File: config.mk
export PLATFORM = sky130hd
export DESIGN_NAME = wh_mem_top
export DESIGN_NICKNAME = d
export VERILOG_FILES = /design/src/common/wh_mem_pkg.sv /design/src/logic/wh_flit_fifo.sv /design/src/logic/wh_mem_top.sv /design/src/logic/wh_resp_concentrator.sv /design/src/wh_test_mem/wh_test_mem.sv
export SDC_FILE = /design/constraint.sdc
export NUM_CORES = 1
export LEC_CHECK = 0
export ABC_AREA = 1
export BUFFER_PORTS_ARGS = -buffer_cell sky130_fd_sc_hd__buf_2
export CAP_MARGIN = 40
export CELL_PAD_IN_SITES_DETAIL_PLACEMENT = 1
export CELL_PAD_IN_SITES_GLOBAL_PLACEMENT = 2
export CORE_UTILIZATION = 33
export DETAILED_ROUTE_END_ITERATION = 10
export PLACE_DENSITY_LB_ADDON = 0.1
export SYNTH_ARGS = -nofsm -noshare
export SYNTH_HDL_FRONTEND = slang
export SYNTH_MEMORY_MAX_BITS = 65536
export SYNTH_SLANG_ARGS = --single-unit
File: constraint.sdc
create_clock -name clk_i -period 2 [get_ports clk_i]
set_input_delay 0.1 -clock clk_i [delete_from_list [all_inputs] [get_ports clk_i]]
set_output_delay 0.1 -clock clk_i [all_outputs]
set_load 0.03 [all_outputs]
File: src/common/wh_mem_pkg.sv
package wh_mem_pkg;

  // one flit carries one dma word
  localparam int flit_width_lp = 32;
  localparam int cord_width_lp = 4;
  localparam int cid_width_lp = 2;
  localparam int len_width_lp = 4;   // flits after the header

  localparam int block_words_lp = 4;
  localparam int count_width_lp = 2;

  // test memory geometry, in words
  localparam int mem_els_lp = 64;
  localparam int mem_addr_width_lp = 6;
  localparam int block_offset_width_lp = 4;   // byte offset inside a block

  localparam int num_links_lp = 2;

  localparam int header_unused_width_lp = flit_width_lp - 2 - 2 * cid_width_lp
    - 2 * cord_width_lp - len_width_lp;

  typedef enum logic [1:0] {
    e_wh_read = 2'b00,
    e_wh_write_non_masked = 2'b01,
    e_wh_write_masked = 2'b10
  } wh_opcode_e;

  typedef struct packed {
    logic [header_unused_width_lp-1:0] unused;
    wh_opcode_e opcode;
    logic [cid_width_lp-1:0] src_cid;
    logic [cord_width_lp-1:0] src_cord;
    logic [len_width_lp-1:0] len;
    logic [cid_width_lp-1:0] cid;
    logic [cord_width_lp-1:0] cord;
  } wh_header_flit_s;

  // sender side of a link
  typedef struct packed {
    logic v;
    logic [flit_width_lp-1:0] data;
  } wh_link_fwd_s;

  // receiver side of a link
  typedef struct packed {
    logic ready_and;
  } wh_link_rev_s;

endpackage

File: src/logic/wh_flit_fifo.sv
module wh_flit_fifo #(
  parameter type payload_t = logic [wh_mem_pkg::flit_width_lp-1:0]
) (
  input  logic     clk_i,
  input  logic     reset_i,
  input  logic     v_i,
  input  payload_t data_i,
  output logic     ready_and_o,
  output logic     v_o,
  output payload_t data_o,
  input  logic     yumi_i
);

  payload_t slot_r [2];
  logic wptr_r, rptr_r;
  logic [1:0] count_r, count_n;
  logic ready_r;
  logic enq, deq;

  assign enq = v_i & ready_and_o;
  assign deq = yumi_i;

  always_comb begin
    count_n = count_r;
    if (enq && !deq) count_n = count_r + 2'd1;
    else if (deq && !enq) count_n = count_r - 2'd1;
  end

  always_ff @(posedge clk_i) begin
    if (reset_i) begin
      wptr_r <= 1'b0;
      rptr_r <= 1'b0;
      count_r <= 2'd0;
      ready_r <= 1'b0;   // held off for one cycle out of reset
    end else begin
      if (enq) wptr_r <= ~wptr_r;
      if (deq) rptr_r <= ~rptr_r;
      count_r <= count_n;
      ready_r <= (count_n != 2'd2);
    end
  end

  always_ff @(posedge clk_i) begin
    if (enq) slot_r[wptr_r] <= data_i;
  end

  assign ready_and_o = ready_r;
  assign v_o = (count_r != 2'd0);
  assign data_o = slot_r[rptr_r];

  a_no_overflow: assert property (@(posedge clk_i) disable iff (reset_i)
    enq |-> (count_r != 2'd2));
  a_no_underflow: assert property (@(posedge clk_i) disable iff (reset_i)
    yumi_i |-> (count_r != 2'd0));

endmodule

File: src/logic/wh_mem_top.sv
module wh_mem_top (
  input  logic                                                   clk_i,
  input  logic                                                   reset_i,
  input  wh_mem_pkg::wh_link_fwd_s [wh_mem_pkg::num_links_lp-1:0] req_fwd_i,
  output wh_mem_pkg::wh_link_rev_s [wh_mem_pkg::num_links_lp-1:0] req_rev_o,
  output wh_mem_pkg::wh_link_fwd_s                               resp_fwd_o,
  input  wh_mem_pkg::wh_link_rev_s                               resp_rev_i
);

  wh_mem_pkg::wh_link_fwd_s [wh_mem_pkg::num_links_lp-1:0] mem_fwd;   // fifo to memory
  wh_mem_pkg::wh_link_rev_s [wh_mem_pkg::num_links_lp-1:0] mem_rev;
  wh_mem_pkg::wh_link_fwd_s [wh_mem_pkg::num_links_lp-1:0] fill_fwd;  // memory to merge
  wh_mem_pkg::wh_link_rev_s [wh_mem_pkg::num_links_lp-1:0] fill_rev;
  wh_mem_pkg::wh_link_fwd_s merged_fwd;
  wh_mem_pkg::wh_link_rev_s merged_rev;

  for (genvar i = 0; i < wh_mem_pkg::num_links_lp; i++) begin : g_link
    wh_flit_fifo #(
      .payload_t(logic [wh_mem_pkg::flit_width_lp-1:0])
    ) u_req_fifo (
      .clk_i      (clk_i),
      .reset_i    (reset_i),
      .v_i        (req_fwd_i[i].v),
      .data_i     (req_fwd_i[i].data),
      .ready_and_o(req_rev_o[i].ready_and),
      .v_o        (mem_fwd[i].v),
      .data_o     (mem_fwd[i].data),
      .yumi_i     (mem_fwd[i].v & mem_rev[i].ready_and)
    );

    wh_test_mem u_test_mem (
      .clk_i     (clk_i),
      .reset_i   (reset_i),
      .link_fwd_i(mem_fwd[i]),
      .link_rev_o(mem_rev[i]),
      .fill_fwd_o(fill_fwd[i]),
      .fill_rev_i(fill_rev[i])
    );
  end

  wh_resp_concentrator u_resp_conc (
    .clk_i    (clk_i),
    .reset_i  (reset_i),
    .in_fwd_i (fill_fwd),
    .in_rev_o (fill_rev),
    .out_fwd_o(merged_fwd),
    .out_rev_i(merged_rev)
  );

  wh_flit_fifo #(
    .payload_t(logic [wh_mem_pkg::flit_width_lp-1:0])
  ) u_resp_fifo (
    .clk_i      (clk_i),
    .reset_i    (reset_i),
    .v_i        (merged_fwd.v),
    .data_i     (merged_fwd.data),
    .ready_and_o(merged_rev.ready_and),
    .v_o        (resp_fwd_o.v),
    .data_o     (resp_fwd_o.data),
    .yumi_i     (resp_fwd_o.v & resp_rev_i.ready_and)
  );

endmodule

File: src/logic/wh_resp_concentrator.sv
module wh_resp_concentrator (
  input  logic                                                   clk_i,
  input  logic                                                   reset_i,
  input  wh_mem_pkg::wh_link_fwd_s [wh_mem_pkg::num_links_lp-1:0] in_fwd_i,
  output wh_mem_pkg::wh_link_rev_s [wh_mem_pkg::num_links_lp-1:0] in_rev_o,
  output wh_mem_pkg::wh_link_fwd_s                               out_fwd_o,
  input  wh_mem_pkg::wh_link_rev_s                               out_rev_i
);

  logic locked_r;
  logic grant_r;   // input holding the lock
  logic last_r;    // winner of the previous arbitration
  logic [wh_mem_pkg::len_width_lp-1:0] flits_left_r;

  logic pick;
  logic sel;
  logic accept;

  wh_mem_pkg::wh_header_flit_s header_in;

  // round-robin pick when unlocked
  always_comb begin
    if (in_fwd_i[0].v && in_fwd_i[1].v) begin
      pick = ~last_r;
    end else if (in_fwd_i[1].v) begin
      pick = 1'b1;
    end else begin
      pick = 1'b0;
    end
  end

  assign sel = locked_r ? grant_r : pick;

  assign out_fwd_o = in_fwd_i[sel];
  assign accept = out_fwd_o.v & out_rev_i.ready_and;
  assign header_in = wh_mem_pkg::wh_header_flit_s'(out_fwd_o.data);

  always_comb begin
    for (int i = 0; i < wh_mem_pkg::num_links_lp; i++) begin
      in_rev_o[i].ready_and = out_rev_i.ready_and && (sel == i[0]);
    end
  end

  always_ff @(posedge clk_i) begin
    if (reset_i) begin
      locked_r <= 1'b0;
      grant_r <= 1'b0;
      last_r <= 1'b1;   // input 0 goes first
      flits_left_r <= '0;
    end else if (accept) begin
      if (!locked_r) begin
        // header accepted, hold the grant for the body
        last_r <= sel;
        grant_r <= sel;
        flits_left_r <= header_in.len;
        locked_r <= (header_in.len != '0);
      end else begin
        flits_left_r <= flits_left_r - 1'b1;
        if (flits_left_r == wh_mem_pkg::len_width_lp'(1)) locked_r <= 1'b0;
      end
    end
  end

  a_other_blocked: assert property (@(posedge clk_i) disable iff (reset_i)
    locked_r |-> !in_rev_o[~grant_r].ready_and);

endmodule

File: src/wh_test_mem/wh_test_mem.sv
module wh_test_mem (
  input  logic                      clk_i,
  input  logic                      reset_i,
  input  wh_mem_pkg::wh_link_fwd_s  link_fwd_i,
  output wh_mem_pkg::wh_link_rev_s  link_rev_o,
  output wh_mem_pkg::wh_link_fwd_s  fill_fwd_o,
  input  wh_mem_pkg::wh_link_rev_s  fill_rev_i
);

  typedef enum logic [2:0] {
    s_reset,
    s_ready,
    s_recv_addr,
    s_recv_mask,
    s_recv_data,
    s_send_header,
    s_send_data
  } mem_state_e;

  mem_state_e state_r, state_n;

  // request fields captured from the incoming packet
  wh_mem_pkg::wh_opcode_e opcode_r, opcode_n;
  logic [wh_mem_pkg::cord_width_lp-1:0] src_cord_r, src_cord_n;
  logic [wh_mem_pkg::cid_width_lp-1:0] src_cid_r, src_cid_n;
  logic [wh_mem_pkg::flit_width_lp-1:0] addr_r, addr_n;
  logic [wh_mem_pkg::block_words_lp-1:0] mask_r, mask_n;

  // word counter within the block
  logic [wh_mem_pkg::count_width_lp-1:0] count_r, count_n;
  logic last_word;

  assign last_word =
    (count_r == wh_mem_pkg::count_width_lp'(wh_mem_pkg::block_words_lp - 1));

  wh_mem_pkg::wh_header_flit_s header_in, header_out;
  assign header_in = wh_mem_pkg::wh_header_flit_s'(link_fwd_i.data);

  always_comb begin
    header_out = '0;
    header_out.cord = src_cord_r;
    header_out.cid = src_cid_r;
    header_out.len = wh_mem_pkg::len_width_lp'(wh_mem_pkg::block_words_lp);
  end

  // memory array
  logic mem_we;
  logic word_sel;
  logic [wh_mem_pkg::mem_addr_width_lp-1:0] mem_addr;
  logic [wh_mem_pkg::flit_width_lp-1:0] mem_r [wh_mem_pkg::mem_els_lp];
  logic [wh_mem_pkg::flit_width_lp-1:0] mem_r_data, mem_r_data_filtered;

  // block number above the byte offset, word from the counter
  assign mem_addr = {
    addr_r[wh_mem_pkg::block_offset_width_lp +:
           (wh_mem_pkg::mem_addr_width_lp - wh_mem_pkg::count_width_lp)],
    count_r
  };

  assign word_sel = mask_r[count_r];

  always_ff @(posedge clk_i) begin
    if (mem_we && word_sel) begin
      mem_r[mem_addr] <= link_fwd_i.data;
    end
  end

  assign mem_r_data = mem_r[mem_addr];

  // never-written words come back as zero
  always_comb begin
    for (int b = 0; b < wh_mem_pkg::flit_width_lp; b++) begin
      if (mem_r_data[b] === 1'bx) mem_r_data_filtered[b] = 1'b0;
      else mem_r_data_filtered[b] = mem_r_data[b];
    end
  end

  always_comb begin
    state_n = state_r;
    opcode_n = opcode_r;
    src_cord_n = src_cord_r;
    src_cid_n = src_cid_r;
    addr_n = addr_r;
    mask_n = mask_r;
    count_n = count_r;
    mem_we = 1'b0;
    link_rev_o = '0;
    fill_fwd_o = '0;

    case (state_r)
      s_reset: begin
        state_n = s_ready;
      end

      s_ready: begin
        link_rev_o.ready_and = 1'b1;
        if (link_fwd_i.v) begin
          opcode_n = header_in.opcode;
          src_cord_n = header_in.src_cord;
          src_cid_n = header_in.src_cid;
          state_n = s_recv_addr;
        end
      end

      s_recv_addr: begin
        link_rev_o.ready_and = 1'b1;
        if (link_fwd_i.v) begin
          addr_n = link_fwd_i.data;
          count_n = '0;
          if (opcode_r == wh_mem_pkg::e_wh_read) begin
            state_n = s_send_header;
          end else if (opcode_r == wh_mem_pkg::e_wh_write_masked) begin
            state_n = s_recv_mask;
          end else begin
            mask_n = '1;   // every word written
            state_n = s_recv_data;
          end
        end
      end

      s_recv_mask: begin
        link_rev_o.ready_and = 1'b1;
        if (link_fwd_i.v) begin
          mask_n = link_fwd_i.data[0 +: wh_mem_pkg::block_words_lp];
          state_n = s_recv_data;
        end
      end

      s_recv_data: begin
        link_rev_o.ready_and = 1'b1;
        if (link_fwd_i.v) begin
          mem_we = 1'b1;
          count_n = count_r + 1'b1;   // wraps to zero after the last word
          if (last_word) state_n = s_ready;
        end
      end

      s_send_header: begin
        fill_fwd_o.v = 1'b1;
        fill_fwd_o.data = header_out;
        if (fill_rev_i.ready_and) state_n = s_send_data;
      end

      s_send_data: begin
        fill_fwd_o.v = 1'b1;
        fill_fwd_o.data = mem_r_data_filtered;
        if (fill_rev_i.ready_and) begin
          count_n = count_r + 1'b1;
          if (last_word) state_n = s_ready;
        end
      end

      default: begin
        state_n = s_ready;
      end
    endcase
  end

  always_ff @(posedge clk_i) begin
    if (reset_i) begin
      state_r <= s_reset;
      count_r <= '0;
    end else begin
      state_r <= state_n;
      count_r <= count_n;
    end
  end

  always_ff @(posedge clk_i) begin
    opcode_r <= opcode_n;
    src_cord_r <= src_cord_n;
    src_cid_r <= src_cid_n;
    addr_r <= addr_n;
    mask_r <= mask_n;
  end

  // header opcode comes from the cache side, check it on arrival
  a_opcode_known: assert property (@(posedge clk_i) disable iff (reset_i)
    (state_r == s_ready && link_fwd_i.v) |->
      (header_in.opcode inside {wh_mem_pkg::e_wh_read,
                                wh_mem_pkg::e_wh_write_non_masked,
                                wh_mem_pkg::e_wh_write_masked}));

  a_fill_held: assert property (@(posedge clk_i) disable iff (reset_i)
    (fill_fwd_o.v && !fill_rev_i.ready_and) |=>
      (fill_fwd_o.v && $stable(fill_fwd_o.data)));

endmodule
==> out/qor.log <==
[finish] antenna diode count 0
[power] fraction of power consumed by sequential logic 40.7%
[synth] most frequently used flop master after synthesis edfxtp_1
[finish] Total Nets Final 567
[synth] total of flip-flops plus latches after synthesis 97
[global_routing] largest net degree at the start of global routing 18
[global_routing] total grt overflow 0
[route] vias per std cell 4.386
[sta] Worst Max-Slew Pin Slew 0.6949 ns
[power] clock network power share 24.9%
[power] Psw 2615 uW
[synth] summed instance area of the synthesized netlist 4429 um^2
[power] Overall Power 7123 uW
[sta] shortest clock period the worst path allows after layout 1.827 ns
[synth] Yosys top cell area share 42.03%
[synth] Area contributors post-synth edfxtp_1, dfxtp_1, mux2_2, nand2_1, buf_4
[synth] async set-reset flop share out of synthesis 0%
[sta] accumulated negative setup slack 0 ns
[finish] area growth from synthesis to layout 16.98%
[sta] setup repair after global routing missed its margin false
[route] drt pass-1 iters 4
[die] DIE HEIGHT 117.9 um
[power] leakage power figure 0.002187 uW
[placed_design] total cell area at the placement stage 4718 um^2
[sta] relative slew slack 53.50%
[clocking] clock tree from TritonCTS done
[global_routing] vias in the first global route 3027
[synth] leading area contributor after synthesis edfxtp_1
[synth] mean instance size in the synthesized netlist 10.21 um^2
[critical_path] minimum setup slack among reg-to-reg paths 0.17 ns
[synth] synthesis warning total 0
[critical_path] number of buffers and inverters on the critical path 1
[critical_path] type of element launching the critical path register
[synth] count of flip-flops with a built-in enable after synthesis 62
[critical_path] WS Path Type register to register
[placed_design] hpwl dp 6311 um
[die] Std-Cell Core Area 12880 um^2
[finish] fill cell instance count of the final layout 1476
[critical_path] data arrival time of the critical path 1.89 ns
[clocking] number of clock sinks 97
[route] number of DRC violations after detailed routing 0
[sta] skew final 0.007340 ns
[sta] period utilization 91.36%
[route] via total after detailed routing 2930
[critical_path] slowest stage cell on the critical path dfxtp_1
[power] Sw Share 36.71%
[route] routed wire length 8692 um
[route] post-route antenna net violation count 0
[sta] final hold violation count 0
[clocking] H-tree depth 3
[global_routing] initial antenna violation count 0
[route] starting DRC count in detailed routing 83
[die] die area 13890 um^2
[critical_path] cells along the critical path nand3_1 > a21oi_2 > nand2_2 > nand3_2 > nand2_4 > nor2_1 > buf_4
[critical_path] type of destination of the critical path register
[finish] share of final-layout standard cells stronger than drive strength 1 22.58%
[run_status] status finished, final reports clean
[clocking] CTS buffer count 9
[flow_run] MaxCap Viol Count 0
[placed_design] GP Congestion 0.7475
[route] routed len/inst 13.01 um
[power] Internal Power 4509 uW
[die] Chip Width 117.9 um
[power] combinational share of power 34.4%
[clocking] maximum number of buffers from clock root to sink 2
[sta] Setup-failing EPs final 0
[sta] max-slew violation count 0
[synth] sequential element share of the synthesized area 57.85%
[finish] Final Instance Area 5181 um^2
[critical_path] peak fanout along the critical path 10
[critical_path] Worst path max stage delay 0.46 ns
[synth] gate count after technology mapping 434
[critical_path] Worst path top cell family by delay simple AND/OR/NAND/NOR gates
[die] effective utilization at floorplan 34.40%
[critical_path] Required @ worst endpoint 2.06 ns
[synth] post-synthesis cell type count 39
[global_routing] aggregate global-route resource usage 13.58%
[clocking] cell at the root of the clock tree clkbuf_16
[die] I/O pin cnt 104
[power] worst ir drop on vdd 0.5392 mV
[clocking] latest clock arrival within the worst-skew pair 0.34 ns
[clocking] Clk pin slew, worst setup/hold paths 0.07 ns
[power] power per unit of standard cell area 1375 nW/um^2
[clocking] Post-CTS Setup Inserts 0
[die] number of rows in the core area 41
[placed_design] count of input and output buffers 30
[worst_hold_path] path type of the worst min-delay path input pin to register
[global_routing] first-pass GRT wire length 14620 um
[sta] maximum clock frequency 0.5473 GHz
[layer usage]
metal  wire length [um]  GRT usage [%]  vias to the layer above
met1               3992          16.10                     1372
met4                164          6.490                        0
met3                220          2.471                       14
li1                   -              -                     1489
met2               4316          23.64                       55
met5                  0              0                        -
[what timing repair did]
item	CTS	global route
resized for setup	0	2
hold buffers	16	0
endpoints found under the setup margin	0	7
hold endpoints to repair	32	0
[per-stage QoR]
stage / util [%] / setup WS, ns / instances / hold WS [ns]
floorplan: - / 0.1829 / 458 / 0.1989
detailed placement: 36.64 / 0.1525 / 636 / 0.2935
global placement: 36.64 / 0.1762 / 636 / 0.2867
finish: 40.24 / 0.1729 / 668 / 0.1291
global route: 40.24 / 0.0006442 / 668 / 0.1699
CTS: 40.23 / 0.1337 / 668 / 0.1246
[layout by cell type, fill, tap and decap left out, drive strengths merged]
master	instances
nand2	67
inv	66
edfxtp	62
nor2	47
buf	43
dfxtp	35
nand3	28
o21ai	27
conb	25
mux2	23
a21oi	18
dlygate4sd3	16
clkbuf	10
ha	7
nor3	5
xor2	3
clkinv	3
a31oi	2
nand4	1
nor4	1
nor3b	1
o22ai	1
a22oi	1
or2	1
o21bai	1
bufinv	1
clkinvlp	1
[synth_stat cells, types with 2 or more instances]
master and instances:
inv_2 8, xor2_1 3, nor2_1 42, nor2_2 4
a21oi_1 16, clkbuf_1 5, inv_1 55, ha_1 7
buf_4 29, nand2_1 59, a31oi_1 2, nor3_1 4
mux2_2 23, nand3_2 2, nand2_4 3, o21ai_1 5
nand3_1 26, edfxtp_1 62, o21ai_0 20, nand2_2 5
buf_6 2, dfxtp_1 35
[worst register-to-register path: stages (launching register included)]
cell     delay (ns)
dfxtp_1        0.46
nand3_1        0.21
a21oi_2        0.20
nand2_2        0.10
nand3_2        0.10
nand2_4        0.11
nor2_1         0.17
buf_4          0.18
[power groups by stage]
stage / clock [uW] / sequential [uW] / combinational (uW)
6_report: 1770 / 2900 / 2450
4_1_cts: 1820 / 2910 / 2500
5_1_grt: 1880 / 2960 / 2820
3_3_place_gp: 0 / 2930 / 2410
3_5_place_dp: 0 / 2950 / 2450
2_1_floorplan: 0 / 2790 / 2070
[final timing paths]
path,depth (start not counted),start,to
setup / recovery,7,g_link[1].u_test_mem.state_r[1],u_resp_fifo.slot_r[0][2]
hold / removal,4,req_fwd_i[65],g_link[1].u_req_fifo.wptr_r
setup reg to reg,7,g_link[1].u_test_mem.state_r[1],u_resp_fifo.slot_r[0][2]
hold reg to reg,1,g_link[0].u_req_fifo.rptr_r,g_link[0].u_req_fifo.rptr_r
[layout make-up]
class / count / area (um^2) / area share [%]
multi-input cells: 259 / 1448 / 27.94
flip-flops and latches: 97 / 2564 / 49.48
clock buffers: 10 / 229.0 / 4.419
clock inverters: 6 / 72.57 / 1.401
inverters: 65 / 245.2 / 4.733
repair buffers: 59 / 407.9 / 7.872
well taps: 172 / 215.2 / 4.154
[cells by family after synthesis]
logic type | Yosys count | synth area share, %
xor gates and xnor gates | 3 | 0.5933
and+or+nand+nor | 151 | 15.62
DFF | 97 | 57.85
buffers and inverters | 102 | 11.50
muxes | 23 | 5.847
other | 1 | 0.08466
AOI/OAI and AO/OA | 50 | 6.526
adders and majority gates | 7 | 1.977
[state kept, by name, summed over array words and instances (netlist names), 2 cells and up, named ones only]
register                       flops
g_link.u_req_fifo.slot_r          32
g_link.u_req_fifo.wptr_r           2
u_resp_fifo.slot_r                14
g_link.u_test_mem.opcode_r         4
g_link.u_req_fifo.ready_and_o      2
g_link.u_test_mem.src_cord_r       8
g_link.u_req_fifo.count_r          4
u_resp_conc.flits_left_r           4
g_link.u_req_fifo.rptr_r           2
g_link.u_test_mem.src_cid_r        4
g_link.u_test_mem.count_r          4
u_resp_fifo.count_r                2
g_link.u_test_mem.state_r          6
Power figures use the tool's default switching activity.
